File: src/logic/cpu_pkg.sv
package cpu_pkg;

    localparam int xlen = 32;
    localparam int reg_addr_w = 5;

    typedef logic [xlen-1:0] word_t;
    typedef logic [reg_addr_w-1:0] reg_addr_t;

    localparam logic [6:0] op_reg_arith = 7'b0110011;
    localparam logic [6:0] op_imm_arith = 7'b0010011;
    localparam logic [6:0] op_load      = 7'b0000011;
    localparam logic [6:0] op_store     = 7'b0100011;
    localparam logic [6:0] op_branch    = 7'b1100011;
    localparam logic [6:0] op_jal       = 7'b1101111;
    localparam logic [6:0] op_lui       = 7'b0110111;

    localparam logic [2:0] f3_add  = 3'b000; // add, sub, addi
    localparam logic [2:0] f3_slt  = 3'b010;
    localparam logic [2:0] f3_xor  = 3'b100;
    localparam logic [2:0] f3_or   = 3'b110;
    localparam logic [2:0] f3_and  = 3'b111;
    localparam logic [2:0] f3_word = 3'b010; // lw, sw
    localparam logic [2:0] f3_beq  = 3'b000;
    localparam logic [2:0] f3_bne  = 3'b001;

    localparam logic [6:0] funct7_sub = 7'b0100000;

    localparam word_t pc_step  = 32'd4;
    localparam word_t reset_pc = 32'd0;

    typedef union packed {
        struct packed {
            logic [6:0] funct7;
            reg_addr_t rs2;
            reg_addr_t rs1;
            logic [2:0] funct3;
            reg_addr_t rd;
            logic [6:0] opcode;
        } r;
        struct packed {
            logic [11:0] imm;
            reg_addr_t rs1;
            logic [2:0] funct3;
            reg_addr_t rd;
            logic [6:0] opcode;
        } i;
        struct packed {
            logic [6:0] imm_hi;
            reg_addr_t rs2;
            reg_addr_t rs1;
            logic [2:0] funct3;
            logic [4:0] imm_lo;
            logic [6:0] opcode;
        } s; // b-type offsets are gathered from this view too
        struct packed {
            logic [19:0] imm;
            reg_addr_t rd;
            logic [6:0] opcode;
        } u; // and j-type offsets from this one
    } instr_u;

    typedef enum logic [2:0] {
        reg_arith,
        imm_arith,
        load,
        store,
        branch,
        jal,
        lui,
        none
    } op_kind_e;

    typedef struct packed {
        word_t pc;
        op_kind_e kind;
        logic [2:0] funct3;
        logic funct7_alt;
        word_t operand_a;  // instruction word between fetch and decode
        word_t operand_b;
        word_t store_data; // branch or jump offset for control flow
        reg_addr_t rd;
        logic wb_en;
        word_t result;
        word_t next_pc;
    } stage_payload_t;

endpackage

File: src/logic/stage_if.sv
`timescale 1ns/1ns

// done/stall link between neighboring stages
// an item moves on a rising edge with done high and stall low
interface stage_if;

    logic done;
    logic stall;
    cpu_pkg::stage_payload_t payload;

    modport source (
        output done,
        output payload,
        input stall
    );

    modport sink (
        input done,
        input payload,
        output stall
    );

endinterface

File: src/logic/decode_stage.sv
`timescale 1ns/1ns

module decode_stage (
    input logic clk,
    input logic rst,
    stage_if.sink in,
    stage_if.source out,
    output cpu_pkg::reg_addr_t rs1_addr,
    output cpu_pkg::reg_addr_t rs2_addr,
    input cpu_pkg::word_t rs1_data,
    input cpu_pkg::word_t rs2_data
);

    cpu_pkg::instr_u instr;
    cpu_pkg::word_t imm_i;
    cpu_pkg::word_t imm_s;
    cpu_pkg::word_t imm_b;
    cpu_pkg::word_t imm_j;
    cpu_pkg::word_t imm_u;
    cpu_pkg::stage_payload_t decoded;
    cpu_pkg::stage_payload_t held;
    logic full;
    logic take;

    assign instr = in.payload.operand_a;
    assign rs1_addr = instr.r.rs1;
    assign rs2_addr = instr.r.rs2;

    assign imm_i = {{20{instr.i.imm[11]}}, instr.i.imm};
    assign imm_s = {{20{instr.s.imm_hi[6]}}, instr.s.imm_hi, instr.s.imm_lo};
    assign imm_b = {{20{instr.s.imm_hi[6]}}, instr.s.imm_lo[0],
                    instr.s.imm_hi[5:0], instr.s.imm_lo[4:1], 1'b0};
    assign imm_j = {{12{instr.u.imm[19]}}, instr.u.imm[7:0], instr.u.imm[8],
                    instr.u.imm[18:9], 1'b0};
    assign imm_u = {instr.u.imm, 12'b0};

    always_comb begin
        decoded = '0;
        decoded.pc = in.payload.pc;
        decoded.funct3 = instr.r.funct3;
        decoded.rd = instr.r.rd;
        decoded.operand_a = rs1_data;
        decoded.store_data = rs2_data;
        case (instr.r.opcode)
            cpu_pkg::op_reg_arith: begin
                decoded.kind = cpu_pkg::reg_arith;
                decoded.funct7_alt = instr.r.funct7 == cpu_pkg::funct7_sub;
                decoded.operand_b = rs2_data;
                decoded.wb_en = 1'b1;
            end
            cpu_pkg::op_imm_arith: begin
                decoded.kind = cpu_pkg::imm_arith;
                decoded.operand_b = imm_i;
                decoded.wb_en = 1'b1;
            end
            cpu_pkg::op_load: begin
                decoded.kind = cpu_pkg::load;
                decoded.operand_b = imm_i;
                decoded.wb_en = 1'b1;
            end
            cpu_pkg::op_store: begin
                decoded.kind = cpu_pkg::store;
                decoded.operand_b = imm_s;
            end
            cpu_pkg::op_branch: begin
                decoded.kind = cpu_pkg::branch;
                decoded.operand_b = rs2_data;
                decoded.store_data = imm_b;
            end
            cpu_pkg::op_jal: begin
                decoded.kind = cpu_pkg::jal;
                decoded.store_data = imm_j;
                decoded.wb_en = 1'b1;
            end
            cpu_pkg::op_lui: begin
                decoded.kind = cpu_pkg::lui;
                decoded.operand_b = imm_u;
                decoded.wb_en = 1'b1;
            end
            default: decoded.kind = cpu_pkg::none; // retires as a no-op
        endcase
    end

    assign in.stall = full && out.stall;
    assign take = in.done && !in.stall;

    always_ff @(posedge clk) begin
        if (!rst) begin
            full <= 1'b0;
        end else if (take) begin
            full <= 1'b1;
        end else if (!out.stall) begin
            full <= 1'b0;
        end
    end

    always_ff @(posedge clk) begin
        if (take) begin
            held <= decoded;
        end
    end

    assign out.done = full;
    assign out.payload = held;

endmodule

File: src/logic/execute_stage.sv
`timescale 1ns/1ns

module execute_stage (
    input logic clk,
    input logic rst,
    stage_if.sink in,
    stage_if.source out
);

    cpu_pkg::word_t a;
    cpu_pkg::word_t b;
    cpu_pkg::word_t alu_out;
    cpu_pkg::word_t seq_pc;
    logic taken;
    cpu_pkg::stage_payload_t executed;
    cpu_pkg::stage_payload_t held;
    logic full;
    logic take;

    assign a = in.payload.operand_a;
    assign b = in.payload.operand_b;
    assign seq_pc = in.payload.pc + cpu_pkg::pc_step;

    always_comb begin
        case (in.payload.funct3)
            cpu_pkg::f3_add: alu_out = in.payload.funct7_alt ? a - b : a + b;
            cpu_pkg::f3_slt: alu_out = {31'b0, $signed(a) < $signed(b)};
            cpu_pkg::f3_xor: alu_out = a ^ b;
            cpu_pkg::f3_or:  alu_out = a | b;
            cpu_pkg::f3_and: alu_out = a & b;
            default:         alu_out = '0; // shifts and sltu are not supported
        endcase
    end

    always_comb begin
        taken = 1'b0;
        if (in.payload.kind == cpu_pkg::jal) begin
            taken = 1'b1;
        end else if (in.payload.kind == cpu_pkg::branch) begin
            taken = (in.payload.funct3 == cpu_pkg::f3_beq && a == b)
                 || (in.payload.funct3 == cpu_pkg::f3_bne && a != b);
        end
    end

    always_comb begin
        executed = in.payload;
        case (in.payload.kind)
            cpu_pkg::reg_arith,
            cpu_pkg::imm_arith: executed.result = alu_out;
            cpu_pkg::load,
            cpu_pkg::store:     executed.result = a + b; // effective address
            cpu_pkg::lui:       executed.result = b;
            cpu_pkg::jal:       executed.result = seq_pc; // link value
            default:            executed.result = '0;
        endcase
        executed.next_pc = taken ? in.payload.pc + in.payload.store_data : seq_pc;
    end

    assign in.stall = full && out.stall;
    assign take = in.done && !in.stall;

    always_ff @(posedge clk) begin
        if (!rst) begin
            full <= 1'b0;
        end else if (take) begin
            full <= 1'b1;
        end else if (!out.stall) begin
            full <= 1'b0;
        end
    end

    always_ff @(posedge clk) begin
        if (take) begin
            held <= executed;
        end
    end

    assign out.done = full;
    assign out.payload = held;

    next_pc_aligned: assert property (
        @(posedge clk) disable iff (!rst)
        out.done |-> out.payload.next_pc[1:0] == 2'b00
    );

endmodule

File: src/logic/fetch_stage.sv
`timescale 1ns/1ns

module fetch_stage (
    input logic clk,
    input logic rst,
    stage_if.sink in,
    stage_if.source out,
    output cpu_pkg::word_t instr_addr,
    input cpu_pkg::word_t instr_data
);

    cpu_pkg::instr_u fetched;
    cpu_pkg::stage_payload_t fetched_item;
    cpu_pkg::stage_payload_t held;
    logic full;
    logic take;

    assign instr_addr = in.payload.pc; // memory answers in the same cycle
    assign fetched = instr_data;

    assign in.stall = full && out.stall;
    assign take = in.done && !in.stall;

    always_comb begin
        fetched_item = '0;
        fetched_item.pc = in.payload.pc;
        fetched_item.operand_a = fetched;
    end

    always_ff @(posedge clk) begin
        if (!rst) begin
            full <= 1'b0;
        end else if (take) begin
            full <= 1'b1;
        end else if (!out.stall) begin
            full <= 1'b0;
        end
    end

    always_ff @(posedge clk) begin
        if (take) begin
            held <= fetched_item;
        end
    end

    assign out.done = full;
    assign out.payload = held;

endmodule

File: src/logic/five_cycle_cpu.sv
`timescale 1ns/1ns

module five_cycle_cpu (
    input logic clk,
    input logic rst,
    output cpu_pkg::word_t instr_addr,
    input cpu_pkg::word_t instr_data,
    output cpu_pkg::word_t data_addr,
    output cpu_pkg::word_t data_wdata,
    output logic data_write,
    output logic data_read,
    input cpu_pkg::word_t data_rdata,
    output logic retire,
    output cpu_pkg::word_t retire_pc
);

    cpu_pkg::reg_addr_t rs1_addr;
    cpu_pkg::reg_addr_t rs2_addr;
    cpu_pkg::word_t rs1_data;
    cpu_pkg::word_t rs2_data;
    cpu_pkg::reg_addr_t rd_addr;
    cpu_pkg::word_t rd_data;
    logic rd_write;
    cpu_pkg::word_t next_pc;

    stage_if pc_to_fetch ();
    stage_if fetch_to_decode ();
    stage_if decode_to_execute ();
    stage_if execute_to_memory ();
    stage_if memory_to_writeback ();

    program_counter u_program_counter (
        .clk ( clk ),
        .rst ( rst ),
        .out ( pc_to_fetch.source ),
        .retire ( retire ),
        .next_pc ( next_pc )
    );

    fetch_stage u_fetch_stage (
        .clk ( clk ),
        .rst ( rst ),
        .in ( pc_to_fetch.sink ),
        .out ( fetch_to_decode.source ),
        .instr_addr ( instr_addr ),
        .instr_data ( instr_data )
    );

    decode_stage u_decode_stage (
        .clk ( clk ),
        .rst ( rst ),
        .in ( fetch_to_decode.sink ),
        .out ( decode_to_execute.source ),
        .rs1_addr ( rs1_addr ),
        .rs2_addr ( rs2_addr ),
        .rs1_data ( rs1_data ),
        .rs2_data ( rs2_data )
    );

    execute_stage u_execute_stage (
        .clk ( clk ),
        .rst ( rst ),
        .in ( decode_to_execute.sink ),
        .out ( execute_to_memory.source )
    );

    memory_stage u_memory_stage (
        .clk ( clk ),
        .rst ( rst ),
        .in ( execute_to_memory.sink ),
        .out ( memory_to_writeback.source ),
        .data_addr ( data_addr ),
        .data_wdata ( data_wdata ),
        .data_write ( data_write ),
        .data_read ( data_read ),
        .data_rdata ( data_rdata )
    );

    writeback_stage u_writeback_stage (
        .clk ( clk ),
        .rst ( rst ),
        .in ( memory_to_writeback.sink ),
        .rd_addr ( rd_addr ),
        .rd_data ( rd_data ),
        .rd_write ( rd_write ),
        .retire ( retire ),
        .next_pc ( next_pc ),
        .retire_pc ( retire_pc )
    );

    register_file u_register_file (
        .clk ( clk ),
        .rst ( rst ),
        .rs1_addr ( rs1_addr ),
        .rs2_addr ( rs2_addr ),
        .rs1_data ( rs1_data ),
        .rs2_data ( rs2_data ),
        .rd_addr ( rd_addr ),
        .rd_data ( rd_data ),
        .rd_write ( rd_write )
    );

endmodule

File: src/logic/memory_stage.sv
`timescale 1ns/1ns

module memory_stage (
    input logic clk,
    input logic rst,
    stage_if.sink in,
    stage_if.source out,
    output cpu_pkg::word_t data_addr,
    output cpu_pkg::word_t data_wdata,
    output logic data_write,
    output logic data_read,
    input cpu_pkg::word_t data_rdata
);

    cpu_pkg::stage_payload_t accessed;
    cpu_pkg::stage_payload_t held;
    logic full;
    logic take;

    assign in.stall = full && out.stall;
    assign take = in.done && !in.stall;

    // data port is driven in the arrival cycle, memory answers combinationally
    assign data_addr = in.payload.result;
    assign data_wdata = in.payload.store_data;
    assign data_write = take && in.payload.kind == cpu_pkg::store;
    assign data_read = take && in.payload.kind == cpu_pkg::load;

    always_comb begin
        accessed = in.payload;
        if (in.payload.kind == cpu_pkg::load) begin
            accessed.result = data_rdata;
        end
    end

    always_ff @(posedge clk) begin
        if (!rst) begin
            full <= 1'b0;
        end else if (take) begin
            full <= 1'b1;
        end else if (!out.stall) begin
            full <= 1'b0;
        end
    end

    always_ff @(posedge clk) begin
        if (take) begin
            held <= accessed;
        end
    end

    assign out.done = full;
    assign out.payload = held;

    no_read_and_write: assert property (
        @(posedge clk) disable iff (!rst)
        !(data_write && data_read)
    );

endmodule

File: src/logic/program_counter.sv
`timescale 1ns/1ns

module program_counter (
    input logic clk,
    input logic rst,
    stage_if.source out,
    input logic retire,
    input cpu_pkg::word_t next_pc
);

    cpu_pkg::word_t pc;
    logic queued; // pc waiting to be released into fetch

    always_ff @(posedge clk) begin
        if (!rst) begin
            pc <= cpu_pkg::reset_pc;
            queued <= 1'b1;
        end else if (retire) begin
            pc <= next_pc;
            queued <= 1'b1;
        end else if (queued && !out.stall) begin
            queued <= 1'b0; // released, idle until retire
        end
    end

    always_comb begin
        out.done = queued;
        out.payload = '0;
        out.payload.pc = pc; // only the pc travels on this link
    end

    pc_aligned: assert property (
        @(posedge clk) disable iff (!rst)
        pc % cpu_pkg::pc_step == '0
    );

endmodule

File: src/logic/register_file.sv
`timescale 1ns/1ns

module register_file (
    input logic clk,
    input logic rst,
    input cpu_pkg::reg_addr_t rs1_addr,
    input cpu_pkg::reg_addr_t rs2_addr,
    output cpu_pkg::word_t rs1_data,
    output cpu_pkg::word_t rs2_data,
    input cpu_pkg::reg_addr_t rd_addr,
    input cpu_pkg::word_t rd_data,
    input logic rd_write
);

    cpu_pkg::word_t regs [2**cpu_pkg::reg_addr_w];

    always_ff @(posedge clk) begin
        if (!rst) begin
            for (int idx = 0; idx < 2**cpu_pkg::reg_addr_w; idx++) begin
                regs[idx] <= '0;
            end
        end else if (rd_write && rd_addr != '0) begin // x0 stays zero
            regs[rd_addr] <= rd_data;
        end
    end

    assign rs1_data = regs[rs1_addr];
    assign rs2_data = regs[rs2_addr];

    x0_reads_zero: assert property (
        @(posedge clk) disable iff (!rst)
        (rs1_addr == '0 |-> rs1_data == '0) and (rs2_addr == '0 |-> rs2_data == '0)
    );

endmodule

File: src/logic/writeback_stage.sv
`timescale 1ns/1ns

module writeback_stage (
    input logic clk,
    input logic rst,
    stage_if.sink in,
    output cpu_pkg::reg_addr_t rd_addr,
    output cpu_pkg::word_t rd_data,
    output logic rd_write,
    output logic retire,
    output cpu_pkg::word_t next_pc,
    output cpu_pkg::word_t retire_pc
);

    assign in.stall = 1'b0; // last stage, always ready

    always_ff @(posedge clk) begin
        if (!rst) begin
            rd_write <= 1'b0;
            retire <= 1'b0;
        end else begin
            rd_write <= in.done && in.payload.wb_en;
            retire <= in.done; // one cycle pulse per instruction
        end
    end

    always_ff @(posedge clk) begin
        if (in.done) begin
            rd_addr <= in.payload.rd;
            rd_data <= in.payload.result;
            next_pc <= in.payload.next_pc;
            retire_pc <= in.payload.pc;
        end
    end

endmodule

File: config.mk
export PLATFORM = sky130hd
export DESIGN_NAME = five_cycle_cpu
export DESIGN_NICKNAME = d
export VERILOG_FILES = /design/src/logic/cpu_pkg.sv /design/src/logic/stage_if.sv /design/src/logic/decode_stage.sv /design/src/logic/execute_stage.sv /design/src/logic/fetch_stage.sv /design/src/logic/five_cycle_cpu.sv /design/src/logic/memory_stage.sv /design/src/logic/program_counter.sv /design/src/logic/register_file.sv /design/src/logic/writeback_stage.sv
export SDC_FILE = /design/constraint.sdc
export NUM_CORES = 2
export LEC_CHECK = 0
export ABC_CLOCK_PERIOD_IN_PS = 5700
export BUFFER_PORTS_ARGS = -buffer_cell sky130_fd_sc_hd__buf_2
export CORE_ASPECT_RATIO = 1.4
export CORE_MARGIN = 2
export CORE_UTILIZATION = 31
export CTS_CLUSTER_DIAMETER = 150
export DETAILED_ROUTE_END_ITERATION = 6
export PLACE_DENSITY = 0.55
export REMOVE_ABC_BUFFERS = 1
export SLEW_MARGIN = 30
export SYNTH_ARGS = -nofsm -noshare
export SYNTH_HDL_FRONTEND = slang
export SYNTH_SLANG_ARGS = --single-unit
File: constraint.sdc
create_clock -name clk -period 5.7 [get_ports clk]
set_clock_uncertainty 0.1 [all_clocks]
set_input_delay 0.57 -clock clk [delete_from_list [all_inputs] [get_ports clk]]
set_output_delay 0.57 -clock clk [all_outputs]
set_load 0.01 [all_outputs]
Word level (Yosys, flattened, before mapping)
Memory sizes are Yosys's and may differ from the RTL's. A register that Yosys moved wholly into a read port is not among the register bits.
Cells that the tools add are included.
W data, S select, Z words.
{"block": "classes", "n_lt_le_gt_ge": 1, "add_sub_neg": 4, "eq_ne": 23, "n_mux": 24, "n_bitwise": 3, "reduce_logical": 16}
{"cell": "$pmux W32 S4", "n": 2}
{"cell": "$pmux W32 S5", "n": 1}
{"cell": "$mux W32", "n": 4}
{"cell": "$add A32 B32 Y32", "n": 2}
{"cell": "$pmux W32 S2", "n": 1}
{"cell": "$add A32 B3 Y32 const B", "n": 1}
{"cell": "$and A32 B32 Y32", "n": 1}
{"cell": "$eq A32 B32 Y1", "n": 1}
{"cell": "$lt A32 B32 Y1", "n": 1}
{"cell": "$ne A32 B32 Y1", "n": 1}
{"cell": "$or A32 B32 Y32", "n": 1}
{"cell": "$reduce_or A32 Y1", "n": 1}
{"cell": "$sub A32 B32 Y32", "n": 1}
{"cell": "$xor A32 B32 Y32", "n": 1}
{"cell": "$eq A7 B6 Y1 const B", "n": 4}
{"cell": "$pmux W3 S7", "n": 1}
{"cell": "$eq A3 B3 Y1 const B", "n": 6}
{"cell": "$eq A3 B2 Y1 const B", "n": 5}
{"cell": "$eq A7 B7 Y1 const B", "n": 2}
{"cell": "$mux W1", "n": 13}
{"cell": "$mux W5", "n": 2}
{"cell": "$reduce_or A2 Y1", "n": 4}
{"cell": "$eq A7 B2 Y1 const B", "n": 1}
{"cell": "$eq A7 B5 Y1 const B", "n": 1}
{"cell": "other kinds (6)", "n": 13}
{"block": "word_totals", "ramBits": 1024, "output_inout_bits": 131, "elab_cells": 106, "inputBits": 66, "n_memories": 1, "register_bits": 552}
{"memory": "u_register_file.regs", "words": 32, "word_bits": 32, "read_ports": 2, "rd_clocked_by_memory_dff": 2, "wr": 32, "line": "register_file.sv:15", "rtl": "cpu_pkg::word_t regs [2**cpu_pkg::reg_addr_w];"}

Longest topological paths before layout
{"block": "logic_depth", "depth_word": 7, "ltp_mapped": 13, "mapped_depth_nobuf": 13}

Cells and area by module
A second synthesis with hierarchy kept.
{"block": "hier_totals", "cells_unflattened": 7350, "hier_area_um2": 91849.3}
{"module": "register_file", "cells_each": 4609, "instances": 1, "area_per_inst_um2": 55715.9, "seq_area_each_um2": 30749.5}
{"module": "execute_stage", "cells_each": 1452, "instances": 1, "area_per_inst_um2": 14274.9, "seq_area_each_um2": 6175.9}
{"module": "memory_stage", "cells_each": 311, "instances": 1, "area_per_inst_um2": 7113.1, "seq_area_each_um2": 6175.9}
{"module": "decode_stage", "cells_each": 349, "instances": 1, "area_per_inst_um2": 5804.3, "seq_area_each_um2": 4254.1}
{"module": "fetch_stage", "cells_each": 242, "instances": 1, "area_per_inst_um2": 3266.9, "seq_area_each_um2": 1941.9}
{"module": "writeback_stage", "cells_each": 107, "instances": 1, "area_per_inst_um2": 3096.7, "seq_area_each_um2": 3072.9}
{"module": "program_counter", "cells_each": 280, "instances": 1, "area_per_inst_um2": 2577.5, "seq_area_each_um2": 660.6}

Least setup slack after synthesis
No wires, ideal clock.
{"block": "synth_path", "kind": "register -> register", "from": "register u_fetch_stage.full (netlist: u_fetch_stage.out.done)", "to": "register u_decode_stage.held (netlist bit u_decode_stage.out.payload[100]) (enable)", "t_required_ps": 5086, "period_less_slack_ps": 3984, "path_buffers": 0, "stages_incl_launch_ff": 1, "arrival_ps": 3370, "setup_time_ps": 514, "slack_ps": 1716, "cell_sequence": "dfxtp_1"}
{"item": "start: declaration", "line": "fetch_stage.sv:15", "rtl": "logic full;"}
{"item": "start signal: assignment", "line": "fetch_stage.sv:32", "rtl": "full <= 1'b0;"}
{"item": "start signal: assignment", "line": "fetch_stage.sv:34", "rtl": "full <= 1'b1;"}
{"item": "start signal: assignment", "line": "fetch_stage.sv:36", "rtl": "full <= 1'b0;"}
{"item": "end signal: assignment", "line": "decode_stage.sv:99", "rtl": "held <= decoded;"}
{"item": "end: declaration", "line": "decode_stage.sv:21", "rtl": "cpu_pkg::stage_payload_t held;"}
No word-level cell between the ends.

==> results by group <==
Placement
  – DP Wirelength: 182000 um
  – Gpl congestion: 0.934
  – Post-DP Area: 86700 um2
  – IO buf count: 196
  – Dpl ws: 1510 ps

Setup path
  – Max incr delay on CP: 840 ps
  – Critical Path RT: 6180 ps
  – WP data arrival: 4880 ps
  – Setup CP Type: flop to flop
  – Critical Path Fanout Max: 9
  – CP Capture Type: flop
  – Startpoint class of the critical path: flop
  – Crit-path slowest cell: a2111oi_2
  – CP cell instances: inv_1 > ha_1 > o21a_1 > a21oi_1 > a2111oi_2 > o21ai_0 > a21oi_2 > a21oi_1 > and3_1 > a2111o_1 > o21a_1

Yosys
  – Top FF cell, synth: edfxtp_1
  – Main combinational cell family by area after synthesis: multiplexers
  – Yosys reg bits: 1613
  – Number of synthesized flops with an enable pin: 1569
  – Post-Synth XOR/XNOR Area: 0.00839
  – Yosys warnings: 0
  – Syn Area/Cell: 15.4 um2
  – Synth cell types: 84
  – Synth Cell Area: 81400 um2
  – Multiplexer area fraction after synthesis: 0.198
  – Fraction of the mapped netlist area in simple logic gates: 0.104
  – Register area share after synthesis: 0.589
  – FFs w/ async S/R, synth: 0
  – Adder and majority gate portion of the synthesized area: 0.0204
  – Cells after synthesis: 5302
  – Synth Area in Compound Gates: 0.0478

STA
  – Max Clk Rate: 227 MHz
  – Max Slew Vio Count: 0
  – PnR worst setup slack: 1300 ps
  – Final setup viols: 0
  – Fin crit period: 4400 ps
  – RSZ-0062 raised after global routing: no
  – Max-slew headroom: 0.279
  – Tcrit/Tclk final: 0.772
  – Slew at the pin with the worst max-slew slack: 1070 ps
  – Hold Slack: 32.8 ps
  – Fin. Hold Viols: 0

Finish
  – Area Growth Syn to Fin: 13.9%
  – Post-layout util: 0.355
  – Storage cell area: 48000 um2
  – Final instance area: 92700 um2
  – Fin nets: 5625
  – Layout cells sized above 1: 0.262
  – Multi-input logic area: 31400 um2
  – Filler cell count: 24700

Clock network
  – Max Buffers Root-to-Sink: 4
  – Clock Latency Late Sink: 840 ps
  – TritonCTS buffer count: 163
  – TritonCTS clock tree: built
  – CTS H-Tree Depth: 4
  – CTS root buf: clkbuf_16
  – Cts repair resizes: 0
  – Clock Pin Slew Worst Setup and Hold Paths: 70 ps
  – Clock Sinks: 1613

Detailed routing
  – Routed Antenna Nets: 0
  – WL final: 275000 um
  – # DRC: 4
  – Wire length per cell: 30.5 um
  – Drt initial violations: 4730
  – DRT Pass-1 Iters: 7
  – Via count: 48700
  – Vias/cell: 5.39

Die
  – # IOs: 197
  – Die Wd: 437 um
  – Die area: 267000 um2
  – Initial Utilization: 0.312
  – Core Box Area: 261000 um2
  – Die Y: 610 um
  – Num rows: 222

GRT
  – Vias in the first global route: 50100
  – Largest net degree at the start of global routing: 123
  – Total grt overflow: 0
  – Initial antenna violation count: 16
  – First-pass GRT wire length: 384000 um
  – Total GRT Usage: 0.203

Power
  – Pwr Density: 300 nW/um2
  – Max VDD drop: 0.000320 V
  – Final Power: 27.8 mW
  – Leakage: 32.3 nW

Job
  – Max cap viols: 0

Run status
  – Status: finished with violations
  – Violated checks: DRC

Hold path
  – Hold Path Class: input port to flop
==> final timing paths <==
path / cells past startpoint / endpoint / start / slack (ps)
min: 2 / u_memory_stage.out.payload[33]$_DFFE_PP_ / data_rdata[1] / 30
min reg2reg: 0 / u_writeback_stage.retire_pc[6]$_DFFE_PP_ / u_memory_stage.out.payload[179]$_DFFE_PP_ / 310
max reg2reg: 11 / u_execute_stage.out.payload[59]$_DFFE_PP_ / u_decode_stage.out.payload[104]$_DFFE_PP_ / 1300
max: 11 / u_execute_stage.out.payload[59]$_DFFE_PP_ / u_decode_stage.out.payload[104]$_DFFE_PP_ / 1300
==> where the power goes <==
group          total [mW]  switching, mW  internal [mW]
sequential           13.8          0.354           13.4
combinational        3.09           1.75           1.34
clock                11.0           4.73           6.23
total                27.8           6.84           21.0
==> synthesized netlist by cell type (16+ instances only) <==
| master | instances | area, um2 |
|---|---|---|
| and2_1 | 1009 | 6310 |
| a221oi_1 | 18 | 158 |
| nor4_1 | 17 | 106 |
| nor3_1 | 19 | 95.1 |
| clkbuf_1 | 365 | 1370 |
| mux4_2 | 640 | 14400 |
| dfxtp_1 | 44 | 881 |
| xnor2_1 | 59 | 517 |
| a222oi_1 | 16 | 160 |
| xor2_1 | 19 | 166 |
| a21o_1 | 29 | 218 |
| nand3_1 | 37 | 185 |
| nand2b_1 | 16 | 100 |
| o21ai_0 | 178 | 891 |
| a21oi_1 | 143 | 716 |
| buf_4 | 66 | 495 |
| edfxtp_1 | 1569 | 47100 |
| o21bai_1 | 16 | 120 |
| inv_1 | 102 | 383 |
| a221o_1 | 23 | 230 |
| a22oi_1 | 35 | 263 |
| mux2i_1 | 64 | 641 |
| nand4_1 | 17 | 106 |
| nor2_1 | 167 | 627 |
| nand2_1 | 124 | 465 |
| ha_1 | 128 | 1600 |
| buf_1 | 38 | 143 |
| buf_2 | 39 | 195 |
| mux2_2 | 93 | 1050 |
==> sequential cells by signal, indices dropped and copies added (netlist names), named ones only <==
name and flops:
u_execute_stage.out.payload 137, u_fetch_stage.out.payload 64, u_program_counter.pc 32, u_writeback_stage.rd_addr 5, u_fetch_stage.out.done 1, u_execute_stage.out.done 1
u_writeback_stage.next_pc 32, u_writeback_stage.retire 1, u_writeback_stage.rd_data 32, u_writeback_stage.rd_write 1, u_decode_stage.out.payload 141, u_writeback_stage.retire_pc 32
u_program_counter.out.done 1, u_memory_stage.out.payload 102, u_register_file.regs 1024, u_decode_stage.out.done 1, u_memory_stage.out.done 1
==> per-stage QoR <==
stage / instances / setup TNS, ps
2_1_floorplan: 4822 / -610630
3_3_place_gp: 8650 / 0
3_5_place_dp: 8659 / 0
4_1_cts: 9005 / 0
5_1_grt: 9019 / 0
6_report: 9025 / 0
==> cell type report <==
class	instances	area share
Antenna cell	7	0.000189
Clock inverter	92	0.0108
Inverter	108	0.00438
Multi-Input combinational cell	3101	0.338
Clock buffer	191	0.0453
Timing Repair Buffer	441	0.0361
Tap cell	3472	0.0468
Sequential cell	1613	0.518
==> critical path, delay by kind of cell (launching register included) <==
family,cells,cell delay [ps]
adder cells (fa/ha/maj),1,570
flip-flops,1,390
AND/OR/NAND/NOR,1,200
AO/OA/AOI/OAI,8,2790
buffers and inverters,1,80
==> cell usage in the layout (no fill, tap or decap), types with 18 or more instances in the layout <==
cell           instances
a21o_1                29
a21oi_1              143
a221o_1               23
a221oi_1              18
a22oi_1               35
and2_1              1009
buf_12                18
buf_2                196
buf_4                144
bufinv_16             21
clkbuf_1              27
clkbuf_16            164
clkinv_1              37
clkinv_2              26
conb_1                32
dfxtp_1               33
dlygate4sd3_1         63
edfxtp_1            1569
ha_1                 128
inv_1                101
mux2_2                93
mux2i_1               64
mux4_2               640
nand2_1              124
nand3_1               37
nor2_1               135
nor2_2                32
nor3_1                19
o21ai_0              147
o21ai_4               32
xnor2_1               59
xor2_1                19
==> per-layer routing <==
metal / GRT usage / vias up / wire length, um
li1: - / 20600 / -
met1: 0.221 / 25700 / 96000
met2: 0.384 / 1895 / 150000
met3: 0.0233 / 560 / 13800
met4: 0.100 / 4 / 15100
met5: 0 / - / 21
==> timing repair <==
| action | in CTS | in global routing |
|---|---|---|
| setup buffers | 0 | 0 |
| hold endpoints to repair | 68 | 0 |
| hold buffers | 63 | 0 |
==> kinds of logic after synthesis <==
logic type	after synthesis
other cells	1
buf+inv	619
simple gates	1470
compound gates	593
fa+ha+maj	131
mux	797
xor+xnor	78
flops	1613
Note: power is estimated with default switching activity, not from simulation.
